==> src/hw/id_defines.svh <==
`ifndef ID_DEFINES_SVH
`define ID_DEFINES_SVH

// Data path and address width
`define XLEN 32

// Register file index width, 32 architectural registers
`define REG_IDX_W 5

// One-hot ALU operation select
`define ALU_OP_W 8

// Branch compare control to EXE
`define BR_TYPE_W 4

`endif

==> src/hw/id_ctrl_pkg.sv <==
`include "id_defines.svh"

package id_ctrl_pkg;

    typedef logic [`ALU_OP_W-1:0]  alu_op_t;
    typedef logic [`BR_TYPE_W-1:0] br_type_t;
    typedef logic [1:0]            opr1_sel_t;

    // ALU codes, SUB shares the adder bit with ADD
    localparam alu_op_t ALU_ADD = 8'd1;
    localparam alu_op_t ALU_SUB = 8'd3;
    localparam alu_op_t ALU_AND = 8'd4;
    localparam alu_op_t ALU_OR  = 8'd8;
    localparam alu_op_t ALU_XOR = 8'd16;
    localparam alu_op_t ALU_SLL = 8'd32;
    localparam alu_op_t ALU_SRL = 8'd64;
    localparam alu_op_t ALU_SRA = 8'd128;

    // Bit 0 takes XOR result, bit 1 adder sign, bit 2 inverts, bit 3 is set-less-than
    localparam br_type_t BR_NONE = 4'b0000;
    localparam br_type_t BR_EQ   = 4'b0101;
    localparam br_type_t BR_NE   = 4'b0001;
    localparam br_type_t BR_LT   = 4'b0010;
    localparam br_type_t BR_GE   = 4'b0110;
    localparam br_type_t BR_SLT  = 4'b1000;

    // Operand 1 source
    localparam opr1_sel_t OPR1_RS1  = 2'd0;
    localparam opr1_sel_t OPR1_ZERO = 2'd1;
    localparam opr1_sel_t OPR1_PC   = 2'd2;

endpackage

==> src/hw/rv_isa_pkg.sv <==
`include "id_defines.svh"

package rv_isa_pkg;

    // Raw instruction word and its fields
    typedef logic [31:0]             instr_t;
    typedef logic [`XLEN-1:0]        data_t;
    typedef logic [`REG_IDX_W-1:0]   reg_idx_t;
    typedef logic [6:0]              opcode_t;
    typedef logic [2:0]              funct3_t;
    typedef logic [6:0]              funct7_t;

    // One-hot format, one bit per encoding
    typedef logic [5:0] fmt_t;

    localparam int FMT_R = 0;
    localparam int FMT_I = 1;
    localparam int FMT_S = 2;
    localparam int FMT_B = 3;
    localparam int FMT_U = 4;
    localparam int FMT_J = 5;

    // RV32I base opcodes
    localparam opcode_t OP     = 7'b0110011;
    localparam opcode_t OP_IMM = 7'b0010011;
    localparam opcode_t LUI    = 7'b0110111;
    localparam opcode_t AUIPC  = 7'b0010111;
    localparam opcode_t JAL    = 7'b1101111;
    localparam opcode_t JALR   = 7'b1100111;
    localparam opcode_t BRANCH = 7'b1100011;
    localparam opcode_t LOAD   = 7'b0000011;
    localparam opcode_t STORE  = 7'b0100011;

    // Integer funct3 for OP and OP_IMM
    localparam funct3_t F3_ADD_SUB = 3'b000;
    localparam funct3_t F3_SLL     = 3'b001;
    localparam funct3_t F3_SLT     = 3'b010;
    localparam funct3_t F3_SLTU    = 3'b011;
    localparam funct3_t F3_XOR     = 3'b100;
    localparam funct3_t F3_SRL_SRA = 3'b101;
    localparam funct3_t F3_OR      = 3'b110;
    localparam funct3_t F3_AND     = 3'b111;

    // Branch funct3
    localparam funct3_t F3_BEQ  = 3'b000;
    localparam funct3_t F3_BNE  = 3'b001;
    localparam funct3_t F3_BLT  = 3'b100;
    localparam funct3_t F3_BGE  = 3'b101;
    localparam funct3_t F3_BLTU = 3'b110;
    localparam funct3_t F3_BGEU = 3'b111;

    // funct7 bit that selects SUB and SRA
    localparam int F7_ALT_BIT = 5;

endpackage

==> src/hw/decode_if.sv <==
`timescale 1ns/10ps

interface decode_if;

    rv_isa_pkg::fmt_t       fmt;
    id_ctrl_pkg::alu_op_t   alu_op;
    logic                   sgn;
    id_ctrl_pkg::br_type_t  br_type;
    logic                   is_branch;
    logic                   is_jump;
    logic                   mem_rd;
    logic                   is_store;
    logic                   rd_we;
    id_ctrl_pkg::opr1_sel_t opr1_sel;
    logic                   opr2_imm;
    logic                   uses_rs1;
    logic                   uses_rs2;

    // Decoder side drives everything
    modport dec (output fmt, alu_op, sgn, br_type, is_branch, is_jump, mem_rd,
                 is_store, rd_we, opr1_sel, opr2_imm, uses_rs1, uses_rs2);

    modport imm (input fmt);

    modport haz (input uses_rs1, uses_rs2);

    // Stage register sees all control except source usage
    modport stg (input fmt, alu_op, sgn, br_type, is_branch, is_jump, mem_rd,
                 is_store, rd_we, opr1_sel, opr2_imm);

endinterface

==> src/hw/hazard_forward.sv <==
`timescale 1ns/10ps

module hazard_forward (
    input  rv_isa_pkg::reg_idx_t rs1_idx,
    input  rv_isa_pkg::reg_idx_t rs2_idx,
    input  rv_isa_pkg::reg_idx_t dest_exe,
    input  rv_isa_pkg::reg_idx_t dest_mem,
    input  logic                 load_exe,
    input  rv_isa_pkg::data_t    regfile1,
    input  rv_isa_pkg::data_t    regfile2,
    input  rv_isa_pkg::data_t    exe_fwd,
    input  rv_isa_pkg::data_t    mem_fwd,
    decode_if.haz                dec,
    output rv_isa_pkg::data_t    rs1_val,
    output rv_isa_pkg::data_t    rs2_val,
    output logic                 id_hold
);

    // Index 0 is rs1, index 1 is rs2
    rv_isa_pkg::reg_idx_t src_idx [2];
    rv_isa_pkg::data_t    rf_val  [2];
    rv_isa_pkg::data_t    src_val [2];
    logic [1:0]           src_used;
    logic [1:0]           src_hold;

    assign src_idx[0] = rs1_idx;
    assign src_idx[1] = rs2_idx;
    assign rf_val[0]  = regfile1;
    assign rf_val[1]  = regfile2;
    assign src_used   = {dec.uses_rs2, dec.uses_rs1};

    always_comb begin
        for (int s = 0; s < 2; s++) begin
            // x0 is hardwired, never forwarded
            if (src_idx[s] == '0) begin
                src_val[s] = '0;
            end else if (src_idx[s] == dest_exe) begin
                // Youngest producer wins
                src_val[s] = exe_fwd;
            end else if (src_idx[s] == dest_mem) begin
                src_val[s] = mem_fwd;
            end else begin
                // Write-back matches land here, the register file writes through
                src_val[s] = rf_val[s];
            end
            // Load data only reaches MEM next cycle
            src_hold[s] = src_used[s] && (src_idx[s] != '0) &&
                          (src_idx[s] == dest_exe) && load_exe;
        end
    end

    assign rs1_val = src_val[0];
    assign rs2_val = src_val[1];
    assign id_hold = |src_hold;

endmodule

==> src/hw/id_pipe_reg.sv <==
`timescale 1ns/10ps

module id_pipe_reg (
    input  logic                    clk_stage,
    input  logic                    rst,
    input  logic                    id_buf_en,
    input  rv_isa_pkg::data_t       pc,
    input  logic                    pc_taken,
    input  rv_isa_pkg::instr_t      instr,
    input  rv_isa_pkg::data_t       imm,
    input  rv_isa_pkg::data_t       rs1_val,
    input  rv_isa_pkg::data_t       rs2_val,
    decode_if.stg                   dec,
    output rv_isa_pkg::data_t       alu_opr1,
    output rv_isa_pkg::data_t       alu_opr2,
    output rv_isa_pkg::data_t       store_src,
    output rv_isa_pkg::data_t       pc_out,
    output logic                    pc_taken_out,
    output id_ctrl_pkg::alu_op_t    alu_op,
    output logic                    sgn,
    output id_ctrl_pkg::br_type_t   br_type,
    output logic                    is_branch,
    output logic                    is_jump,
    output logic                    mem_rd_out,
    output rv_isa_pkg::reg_idx_t    rd_out
);

    rv_isa_pkg::data_t    opr1_next;
    rv_isa_pkg::data_t    opr2_next;
    rv_isa_pkg::reg_idx_t rd_next;

    // Operand 1 source
    always_comb begin
        case (dec.opr1_sel)
            id_ctrl_pkg::OPR1_ZERO: opr1_next = '0;
            id_ctrl_pkg::OPR1_PC:   opr1_next = pc;
            default:                opr1_next = rs1_val;
        endcase
    end

    // Branches compare rs1 against rs2, the target adder lives elsewhere
    assign opr2_next = dec.opr2_imm ? imm : rs2_val;

    // No destination for branches and stores
    assign rd_next = dec.rd_we ? instr[11:7] : '0;

    always_ff @(posedge clk_stage or negedge rst) begin
        if (!rst) begin
            alu_opr1     <= '0;
            alu_opr2     <= '0;
            pc_out       <= '0;
            pc_taken_out <= 1'b0;
            alu_op       <= '0;
            sgn          <= 1'b0;
            br_type      <= '0;
            is_branch    <= 1'b0;
            is_jump      <= 1'b0;
            mem_rd_out   <= 1'b0;
            rd_out       <= '0;
        end else if (id_buf_en) begin
            alu_opr1     <= opr1_next;
            alu_opr2     <= opr2_next;
            pc_out       <= pc;
            pc_taken_out <= pc_taken;
            alu_op       <= dec.alu_op;
            sgn          <= dec.sgn;
            br_type      <= dec.br_type;
            is_branch    <= dec.is_branch;
            is_jump      <= dec.is_jump;
            mem_rd_out   <= dec.mem_rd;
            rd_out       <= rd_next;
        end
    end

    // Store data only moves for stores
    always_ff @(posedge clk_stage or negedge rst) begin
        if (!rst) begin
            store_src <= '0;
        end else if (id_buf_en && dec.is_store) begin
            store_src <= rs2_val;
        end
    end

endmodule

==> src/hw/id_stage_top.sv <==
`timescale 1ns/10ps

module id_stage_top (
    input  logic                  clk_stage,
    input  logic                  rst,
    input  logic                  id_buf_en,
    input  rv_isa_pkg::instr_t    instr,
    input  rv_isa_pkg::data_t     pc,
    input  logic                  pc_taken,
    input  rv_isa_pkg::data_t     regfile1,
    input  rv_isa_pkg::data_t     regfile2,
    input  rv_isa_pkg::reg_idx_t  dest_exe,
    input  rv_isa_pkg::reg_idx_t  dest_mem,
    input  logic                  load_exe,
    input  rv_isa_pkg::data_t     exe_fwd,
    input  rv_isa_pkg::data_t     mem_fwd,
    output rv_isa_pkg::reg_idx_t  rs1_idx,
    output rv_isa_pkg::reg_idx_t  rs2_idx,
    output logic                  id_hold,
    output rv_isa_pkg::data_t     alu_opr1,
    output rv_isa_pkg::data_t     alu_opr2,
    output rv_isa_pkg::data_t     store_src,
    output rv_isa_pkg::data_t     pc_out,
    output logic                  pc_taken_out,
    output id_ctrl_pkg::alu_op_t  alu_op,
    output logic                  sgn,
    output id_ctrl_pkg::br_type_t br_type,
    output logic                  is_branch,
    output logic                  is_jump,
    output logic                  mem_rd_out,
    output rv_isa_pkg::reg_idx_t  rd_out
);

    decode_if          dec_bus ();
    rv_isa_pkg::data_t imm;
    rv_isa_pkg::data_t rs1_val;
    rv_isa_pkg::data_t rs2_val;

    // Register file read addresses, fixed positions in every format
    assign rs1_idx = instr[19:15];
    assign rs2_idx = instr[24:20];

    opcode_decoder opcode_decoder_inst (
        .instr (instr),
        .dec   (dec_bus)
    );

    imm_gen imm_gen_inst (
        .instr (instr),
        .dec   (dec_bus),
        .imm   (imm)
    );

    // Forwarding and load-use hold
    hazard_forward hazard_forward_inst (
        .rs1_idx  (rs1_idx),
        .rs2_idx  (rs2_idx),
        .dest_exe (dest_exe),
        .dest_mem (dest_mem),
        .load_exe (load_exe),
        .regfile1 (regfile1),
        .regfile2 (regfile2),
        .exe_fwd  (exe_fwd),
        .mem_fwd  (mem_fwd),
        .dec      (dec_bus),
        .rs1_val  (rs1_val),
        .rs2_val  (rs2_val),
        .id_hold  (id_hold)
    );

    id_pipe_reg id_pipe_reg_inst (
        .clk_stage    (clk_stage),
        .rst          (rst),
        .id_buf_en    (id_buf_en),
        .pc           (pc),
        .pc_taken     (pc_taken),
        .instr        (instr),
        .imm          (imm),
        .rs1_val      (rs1_val),
        .rs2_val      (rs2_val),
        .dec          (dec_bus),
        .alu_opr1     (alu_opr1),
        .alu_opr2     (alu_opr2),
        .store_src    (store_src),
        .pc_out       (pc_out),
        .pc_taken_out (pc_taken_out),
        .alu_op       (alu_op),
        .sgn          (sgn),
        .br_type      (br_type),
        .is_branch    (is_branch),
        .is_jump      (is_jump),
        .mem_rd_out   (mem_rd_out),
        .rd_out       (rd_out)
    );

endmodule

==> src/hw/imm_gen.sv <==
`timescale 1ns/10ps
`include "id_defines.svh"

module imm_gen (
    input  rv_isa_pkg::instr_t instr,
    decode_if.imm              dec,
    output rv_isa_pkg::data_t  imm
);

    logic sign;

    // Every format takes its sign from bit 31
    assign sign = instr[31];

    always_comb begin
        if (dec.fmt[rv_isa_pkg::FMT_I]) begin
            imm = {{(`XLEN-12){sign}}, instr[31:20]};
        end else if (dec.fmt[rv_isa_pkg::FMT_S]) begin
            // Offset split around rd position
            imm = {{(`XLEN-12){sign}}, instr[31:25], instr[11:7]};
        end else if (dec.fmt[rv_isa_pkg::FMT_B]) begin
            // Halfword offset, bit 11 sits in instr[7]
            imm = {{(`XLEN-13){sign}}, instr[31], instr[7], instr[30:25],
                   instr[11:8], 1'b0};
        end else if (dec.fmt[rv_isa_pkg::FMT_U]) begin
            imm = {instr[31:12], 12'b0};
        end else if (dec.fmt[rv_isa_pkg::FMT_J]) begin
            imm = {{(`XLEN-21){sign}}, instr[31], instr[19:12], instr[20],
                   instr[30:21], 1'b0};
        end else begin
            // R format and unknown opcodes
            imm = '0;
        end
    end

endmodule

==> src/hw/opcode_decoder.sv <==
`timescale 1ns/10ps

module opcode_decoder (
    input  rv_isa_pkg::instr_t instr,
    decode_if.dec              dec
);

    rv_isa_pkg::opcode_t   opcode;
    rv_isa_pkg::funct3_t   funct3;
    rv_isa_pkg::funct7_t   funct7;
    logic                  alt;
    id_ctrl_pkg::alu_op_t  arith_op;
    logic                  arith_sgn;
    id_ctrl_pkg::br_type_t arith_br;

    assign opcode = instr[6:0];
    assign funct3 = instr[14:12];
    assign funct7 = instr[31:25];
    assign alt    = funct7[rv_isa_pkg::F7_ALT_BIT];

    // Shared ALU control for OP and OP_IMM
    // ADDI has no subtract form, so SUB needs the register opcode
    always_comb begin
        case (funct3)
            rv_isa_pkg::F3_ADD_SUB:
                arith_op = (alt && opcode == rv_isa_pkg::OP) ?
                           id_ctrl_pkg::ALU_SUB : id_ctrl_pkg::ALU_ADD;
            rv_isa_pkg::F3_SLL:     arith_op = id_ctrl_pkg::ALU_SLL;
            rv_isa_pkg::F3_SLT,
            rv_isa_pkg::F3_SLTU:    arith_op = id_ctrl_pkg::ALU_SUB;
            rv_isa_pkg::F3_XOR:     arith_op = id_ctrl_pkg::ALU_XOR;
            rv_isa_pkg::F3_SRL_SRA:
                arith_op = alt ? id_ctrl_pkg::ALU_SRA : id_ctrl_pkg::ALU_SRL;
            rv_isa_pkg::F3_OR:      arith_op = id_ctrl_pkg::ALU_OR;
            default:                arith_op = id_ctrl_pkg::ALU_AND;
        endcase
    end

    // Signed compare for SLT, arithmetic shift for SRA
    assign arith_sgn = (funct3 == rv_isa_pkg::F3_SLT) ||
                       (funct3 == rv_isa_pkg::F3_SRL_SRA && alt);

    // Set-less-than reuses the branch compare path
    assign arith_br = (funct3 == rv_isa_pkg::F3_SLT || funct3 == rv_isa_pkg::F3_SLTU) ?
                      id_ctrl_pkg::BR_SLT : id_ctrl_pkg::BR_NONE;

    always_comb begin
        // Defaults match an unknown opcode
        dec.fmt       = '0;
        dec.alu_op    = id_ctrl_pkg::ALU_ADD;
        dec.sgn       = 1'b0;
        dec.br_type   = id_ctrl_pkg::BR_NONE;
        dec.is_branch = 1'b0;
        dec.is_jump   = 1'b0;
        dec.mem_rd    = 1'b0;
        dec.is_store  = 1'b0;
        dec.rd_we     = 1'b1;
        dec.opr1_sel  = id_ctrl_pkg::OPR1_RS1;
        dec.opr2_imm  = 1'b1;
        dec.uses_rs1  = 1'b0;
        dec.uses_rs2  = 1'b0;
        case (opcode)
            rv_isa_pkg::OP: begin
                dec.fmt[rv_isa_pkg::FMT_R] = 1'b1;
                dec.alu_op   = arith_op;
                dec.sgn      = arith_sgn;
                dec.br_type  = arith_br;
                dec.opr2_imm = 1'b0;
                dec.uses_rs1 = 1'b1;
                dec.uses_rs2 = 1'b1;
            end
            rv_isa_pkg::OP_IMM: begin
                dec.fmt[rv_isa_pkg::FMT_I] = 1'b1;
                dec.alu_op   = arith_op;
                dec.sgn      = arith_sgn;
                dec.br_type  = arith_br;
                dec.uses_rs1 = 1'b1;
            end
            rv_isa_pkg::LUI: begin
                dec.fmt[rv_isa_pkg::FMT_U] = 1'b1;
                // Zero plus immediate
                dec.opr1_sel = id_ctrl_pkg::OPR1_ZERO;
            end
            rv_isa_pkg::AUIPC: begin
                dec.fmt[rv_isa_pkg::FMT_U] = 1'b1;
                dec.opr1_sel = id_ctrl_pkg::OPR1_PC;
            end
            rv_isa_pkg::JAL: begin
                dec.fmt[rv_isa_pkg::FMT_J] = 1'b1;
                dec.is_jump  = 1'b1;
                dec.opr1_sel = id_ctrl_pkg::OPR1_PC;
            end
            rv_isa_pkg::JALR: begin
                dec.fmt[rv_isa_pkg::FMT_I] = 1'b1;
                dec.is_jump  = 1'b1;
                dec.uses_rs1 = 1'b1;
            end
            rv_isa_pkg::BRANCH: begin
                dec.fmt[rv_isa_pkg::FMT_B] = 1'b1;
                dec.is_branch = 1'b1;
                dec.rd_we     = 1'b0;
                dec.opr2_imm  = 1'b0;
                dec.uses_rs1  = 1'b1;
                dec.uses_rs2  = 1'b1;
                // Equality through XOR, ordering through the subtractor
                dec.alu_op = funct3[2] ? id_ctrl_pkg::ALU_SUB : id_ctrl_pkg::ALU_XOR;
                dec.sgn    = (funct3 == rv_isa_pkg::F3_BLT) || (funct3 == rv_isa_pkg::F3_BGE);
                case (funct3)
                    rv_isa_pkg::F3_BEQ:  dec.br_type = id_ctrl_pkg::BR_EQ;
                    rv_isa_pkg::F3_BNE:  dec.br_type = id_ctrl_pkg::BR_NE;
                    rv_isa_pkg::F3_BLT,
                    rv_isa_pkg::F3_BLTU: dec.br_type = id_ctrl_pkg::BR_LT;
                    rv_isa_pkg::F3_BGE,
                    rv_isa_pkg::F3_BGEU: dec.br_type = id_ctrl_pkg::BR_GE;
                    default:             dec.br_type = id_ctrl_pkg::BR_NONE;
                endcase
            end
            rv_isa_pkg::LOAD: begin
                dec.fmt[rv_isa_pkg::FMT_I] = 1'b1;
                dec.mem_rd   = 1'b1;
                dec.uses_rs1 = 1'b1;
            end
            rv_isa_pkg::STORE: begin
                dec.fmt[rv_isa_pkg::FMT_S] = 1'b1;
                dec.is_store = 1'b1;
                dec.rd_we    = 1'b0;
                dec.uses_rs1 = 1'b1;
                dec.uses_rs2 = 1'b1;
            end
            default: begin
                dec.fmt = '0;
            end
        endcase
    end

endmodule

==> config.mk <==
export PLATFORM = sky130hd
export DESIGN_NAME = id_stage_top
export DESIGN_NICKNAME = d
export VERILOG_FILES = /design/src/hw/id_ctrl_pkg.sv /design/src/hw/rv_isa_pkg.sv /design/src/hw/decode_if.sv /design/src/hw/hazard_forward.sv /design/src/hw/id_pipe_reg.sv /design/src/hw/id_stage_top.sv /design/src/hw/imm_gen.sv /design/src/hw/opcode_decoder.sv
export VERILOG_INCLUDE_DIRS = /design/src /design/src/hw
export SDC_FILE = /design/constraint.sdc
export NUM_CORES = 1
export LEC_CHECK = 0
export BUFFER_PORTS_ARGS = -buffer_cell sky130_fd_sc_hd__buf_2
export CAP_MARGIN = 20
export CORE_ASPECT_RATIO = 1.2
export CORE_MARGIN = 1
export CORE_UTILIZATION = 40
export CTS_CLUSTER_DIAMETER = 60
export CTS_CLUSTER_SIZE = 16
export DETAILED_ROUTE_END_ITERATION = 10
export GPL_TIMING_DRIVEN = 0
export HOLD_SLACK_MARGIN = 0.08
export PLACE_DENSITY = 0.69
export SYNTH_ARGS = -nofsm -noshare
export SYNTH_HDL_FRONTEND = slang
export SYNTH_SLANG_ARGS = --single-unit
==> constraint.sdc <==
create_clock -name clk_stage -period 3.9 [get_ports clk_stage]
set_clock_uncertainty 0.2 [all_clocks]
set_input_delay 0.39 -clock clk_stage [delete_from_list [all_inputs] [get_ports clk_stage]]
set_output_delay 0.39 -clock clk_stage [all_outputs]
set_load 0.02 [all_outputs]
Word level (Yosys, flattened, before mapping)
Cells that the tools add are included.
Widths: inputs -> output; s select.

word-level totals
  word-level logic and storage cells = 97
  ROM bits = 0
  input bits = 207
  bits in registers = 150
  bits in writable memories = 0
  output and inout bits = 161
  latch bits = 0
  memories kept = 0

cells by class
  bitwise gates (word level) = 0
  equal/unequal tests = 22
  $mul = 0
  order comparisons = 0
  reduce and logical (&&, ||, !) cells = 30
  shifts and indexed selects = 0
  add/subtract/negate cells = 0
  mux-type cells = 33
  div/mod/pow operators = 0

operator list
  kind                number
  $mux 32             12
  $pmux 32 s2         1
  $pmux 8 s6          1
  $eq 7x6->1 const B  3
  $eq 7x7->1 const B  3
  $eq 5x5->1          4
  $reduce_or 2->1     10
  $pmux 8 s2          1
  $eq 7x5->1 const B  2
  $eq 3x3->1 const B  4
  $pmux 3 s4          1
  $logic_not 5->1     2
  $mux 5              2
  $reduce_bool 5->1   2
  $logic_and 1x1->1   9
  $mux 1              9
  $mux 8              1
  $pmux 4 s2          1
  $eq 7x2->1 const B  1
  $eq 3x2->1 const B  2
  $reduce_or 3->1     2
  $reduce_or 6->1     1
  $mux 4              1
  $pmux 2 s2          1
  7 further kinds     9

Longest topological paths before layout
  word-level depth = 8
  depth in mapped cells = 11
  gate-level depth less buffers = 8

Cells and area by module
Synthesis repeated with hierarchy kept, for this count alone.

unflattened totals
  cell total of the unflattened synthesis = 994
  area total of the unflattened synthesis = 9693.0 sq um

modules (own cells, without submodules)
  module          area an instance (sq um)  cells each  times used
  id_pipe_reg     6378.6                    511         1
  hazard_forward  2497.4                    350         1
  opcode_decoder  379.1                     57          1
  imm_gen         362.8                     66          1
  id_stage_top    75.1                      10          1

Worst setup path before layout
Ideal clock, no wire load.

  path type = input to register
  start = input port instr[6]
  end = register id_pipe_reg_inst.alu_opr1[1]
  arrival = 2300 ps
  slack = 1304 ps
  library setup time = 95 ps
  stages = 11
  cells stage by stage = buf_2 -> nor2b_1 -> and3_1 -> clkbuf_1 -> nand2_1 -> ha_1 -> nor2b_1 -> clkbuf_1 -> and3_1 -> a21oi_1 -> o31ai_1

between the ends
  word-level cells in the longest chain between the ends = 5
  elaborated cells on any way between the ends = 8
  classes of those cells = 5 x eq/ne; 2 x mux; 1 x reduce/logical

RTL lines
  what                                      line                  text
  start: declaration                        id_stage_top.sv:7     input rv_isa_pkg::instr_t instr,
  $eq 7x5->1 or $eq 7x7->1 (tied branches)  opcode_decoder.sv:62  case (opcode)
  $reduce_or 2->1 (no source line)          n/a
  $pmux 2 s2 *                              opcode_decoder.sv:62
  $eq 2x2->1 or $eq 2x1->1 (tied branches)  id_pipe_reg.sv:34     case (dec.opr1_sel)
  $pmux 32 s2 *                             id_pipe_reg.sv:34
  end signal: assignment                    id_pipe_reg.sv:61     alu_opr1 <= opr1_next;
  end: declaration                          id_pipe_reg.sv:14     output rv_isa_pkg::data_t alu_opr1,

Mark *: on every way between the ends. The rest lies on a longest branch, timed or not.
A chain may end at the register's enable or synchronous reset.

Final worst setup path
  start = input port instr[2]
  end = register id_pipe_reg_inst.alu_opr1[30]

The elaborated chain is that of the path after synthesis.

==> results.toml <==
[outcome]
status = "complete, no violations"

[route]
wire_per_inst_um = 22.50
wl_um = 37540
vias = 9487
drc = 0
drt_pass1_iterations = 5
ant_nets = 0
viasPerCell = 5.688
drt_iter0_markers = 691

[clock_tree]
cts-root-buf = "clkbuf_16"
clock_latency_ps = 430
cts_buffers = 17
cts_tree = "done"
h-tree-depth = 4
post_cts_resized = 0
clk_pin_slew_worst_paths_ps = 70
clockBufferDepth = 2
cts_sinks = 150

[floorplanning]
core-area_sq_mm = 0.02105
start_util_pct = 40.84
pin_count = 368
rows = 58
die_w_um = 135.8
die_area_sq_mm = 0.02208
die_h_um = 162.6

[timing]
final.period_utilization_pct = 83.84
slew_violations = 0
slew_headroom_pct = 46.63
rsz0062_at_grt = "false"
setup_viol = 0
hold_viol_final = 0
layout_min_cycle_time_ps = 3270
timing.fmax_mhz = 305.8
worstMarginPinSlew_ps = 800.5
hold_ws_ps = 88.31

[placement]
place_congestion = 0.9236
hpwlAfterDp_um = 29220
portBuffers = 362
dp.cells = 1573

[worst_setup_path]
cp_data_arrival_time_ps = 3410
end_kind = "flop"
cp_data_required_time_ps = 4040
reg2reg_from = "id_pipe_reg_inst.alu_opr2[8]"
worst-setup-path-type = "in -> reg"
startpoint = "instr[2]"
crit_path_start_kind = "primary input"
crit_path_max_fanout = 10

[final_layout]
multi_input_area_sq_mm = 0.004243
area_growth_pct = 39.03
drive_gt1_share_pct = 35.72
nFillCells = 1935
layout.nets = 1589
fin_cells = 1668
seqCellArea_sq_mm = 0.003754

[global_route]
overflow = 0
track_usage_pct = 33.69
grt_max_degree = 86
grt_pass1_vias = 9347
grt_first_pass_wirelength_um = 54940
antenna_found_initial = 6

[power_and_ir_drop]
clockPowerShare_pct = 36.2
powerDensity_mw_per_mm2 = 377.9
p_comb_share_pct = 24.6
p_switching_mw = 1.545
p_int_mw = 2.971
swShare_pct = 34.21
p_leak_nw = 5.713
p_seq_share_pct = 39.2
total_power_mw = 4.515
irDropWorstVdd_mv = 0.3068

[synth]
yosys.area.top_type = "dfrtp_1"
synth_area_leaders = "dfrtp_1 44%, mux2_2 4.6%, a211oi_1 4.4%"
synth_area_sq_mm = 0.008594
synthArstFlopShare_pct = 100.0
seq_area_frac_synth_pct = 43.67
synth_top_area_share_pct = 43.67
synth_nets = 1148
synth-edff-count = 0
yosys_warnings = 0
ys.flop_type = "dfrtp_1"
ys_ff_latch = 150
syn_area_per_cell_sq_um = 9.143
synth.most_common_cell = "dfrtp_1"
yosys-top-cells-count = "150 x dfrtp_1, 72 x nor2_1, 67 x nor3_1"
synth_cell_types = 61
syn_inst = 940

[worst_hold_path]
hold_class = "in -> reg"
min_from = "instr[30]"

[flow_run]
max_cap_viol_count = 0
timing repair:
| item | CTS | global route |
|---|---|---|
| endpoints found under the hold margin | 122 | 1 |
| buffers inserted | 0 | 0 |
| hold buffers | 58 | 1 |
power groups by stage:
stage | logic [mW] | clock network [mW] | registers (mW)
CTS | 1.10 | 1.65 | 1.76
finish | 1.11 | 1.63 | 1.77
global placement | 1.04 | 0 | 1.79
global route | 1.19 | 1.71 | 1.78
detailed placement | 1.06 | 0 | 1.79
floorplan | 0.402 | 0 | 1.96
registers in the layout (all words and copies together), names as in the netlist:
register                       count
id_pipe_reg_inst.rd_out            5
id_pipe_reg_inst.is_branch         1
id_pipe_reg_inst.is_jump           1
id_pipe_reg_inst.br_type           4
id_pipe_reg_inst.sgn               1
id_pipe_reg_inst.store_src        32
id_pipe_reg_inst.pc_out           32
id_pipe_reg_inst.mem_rd_out        1
id_pipe_reg_inst.alu_opr2         32
id_pipe_reg_inst.alu_op            8
id_pipe_reg_inst.pc_taken_out      1
id_pipe_reg_inst.alu_opr1         32
final timing paths:
kind / cells after the start / end / slack, ps
max: 11 / id_pipe_reg_inst.alu_opr1[30] / 630
min: 2 / id_pipe_reg_inst.alu_op[6] / 90
max reg2reg: 2 / id_pipe_reg_inst.alu_opr2[8] / 2790
min reg2reg: 2 / id_pipe_reg_inst.br_type[0] / 280
max in group asynchronous: 3 / id_pipe_reg_inst.alu_opr1[4] / 2300
min in group asynchronous: 2 / id_pipe_reg_inst.store_src[24] / 320
metrics by stage:
| step | setup WS, ps | TNS (ps) | instance area, sq um | util, % |
|---|---|---|---|---|
| detailed placement | 306.2 | 0 | 10780 | 51.21 |
| global placement | -115.0 | -14990 | 10740 | 51.05 |
| floorplan | 1304 | 0 | 8594 | - |
| CTS | 732.0 | 0 | 11930 | 56.68 |
| global route | 545.2 | 0 | 11950 | 56.78 |
| finish | 630.1 | 0 | 11950 | 56.78 |
critical path, cell delays in order:
cell and delay (ps):
buf_2 160, nor2b_1 260, and3_1 310, clkbuf_1 450, nand2_1 130, ha_1 310
nor2b_1 600, clkbuf_1 390, and3_1 250, a21oi_1 50, o31ai_1 100
routing by layer:
metal  part of all wire (%)  GRT usage (%)
met1                     39          40.40
met2                     50          57.91
met3                    7.8          6.256
met4                    3.7          15.63
met5                  0.061              0
layout make-up:
class	count	area share, %
sequential	150	31.41
timing repair buffer	422	20.39
tap	270	2.827
buffer	95	3.843
inverter	37	1.162
multi-input combinational	658	35.51
clock inverter	14	1.099
antenna	4	0.08377
clock buffer	18	3.675
layout by cell type, fill, tap and decap left out, types with 9 or more instances in the layout:
cell type,count
buf_2,386
and3_1,37
dfrtp_1,150
o31ai_1,33
inv_1,36
clkbuf_16,17
nor3_1,67
mux2_2,35
o21ai_0,35
nor2_1,72
buf_4,15
clkbuf_1,48
nand2_1,51
a211oi_2,17
xnor2_1,19
a221o_1,10
a211oi_1,50
a311o_1,20
dlygate4sd3_1,59
o21ai_1,33
a21oi_1,50
nor2b_1,9
nand3_1,43
cells by family after synthesis:
logic type      synth area share [%]
simple gates                   17.79
compound gates                 24.71
flops                          43.67
buf+inv                        6.959
mux                            4.586
xor+xnor                       2.140
fa+ha+maj                     0.1456
Note: power is estimated with default switching activity, not from simulation.
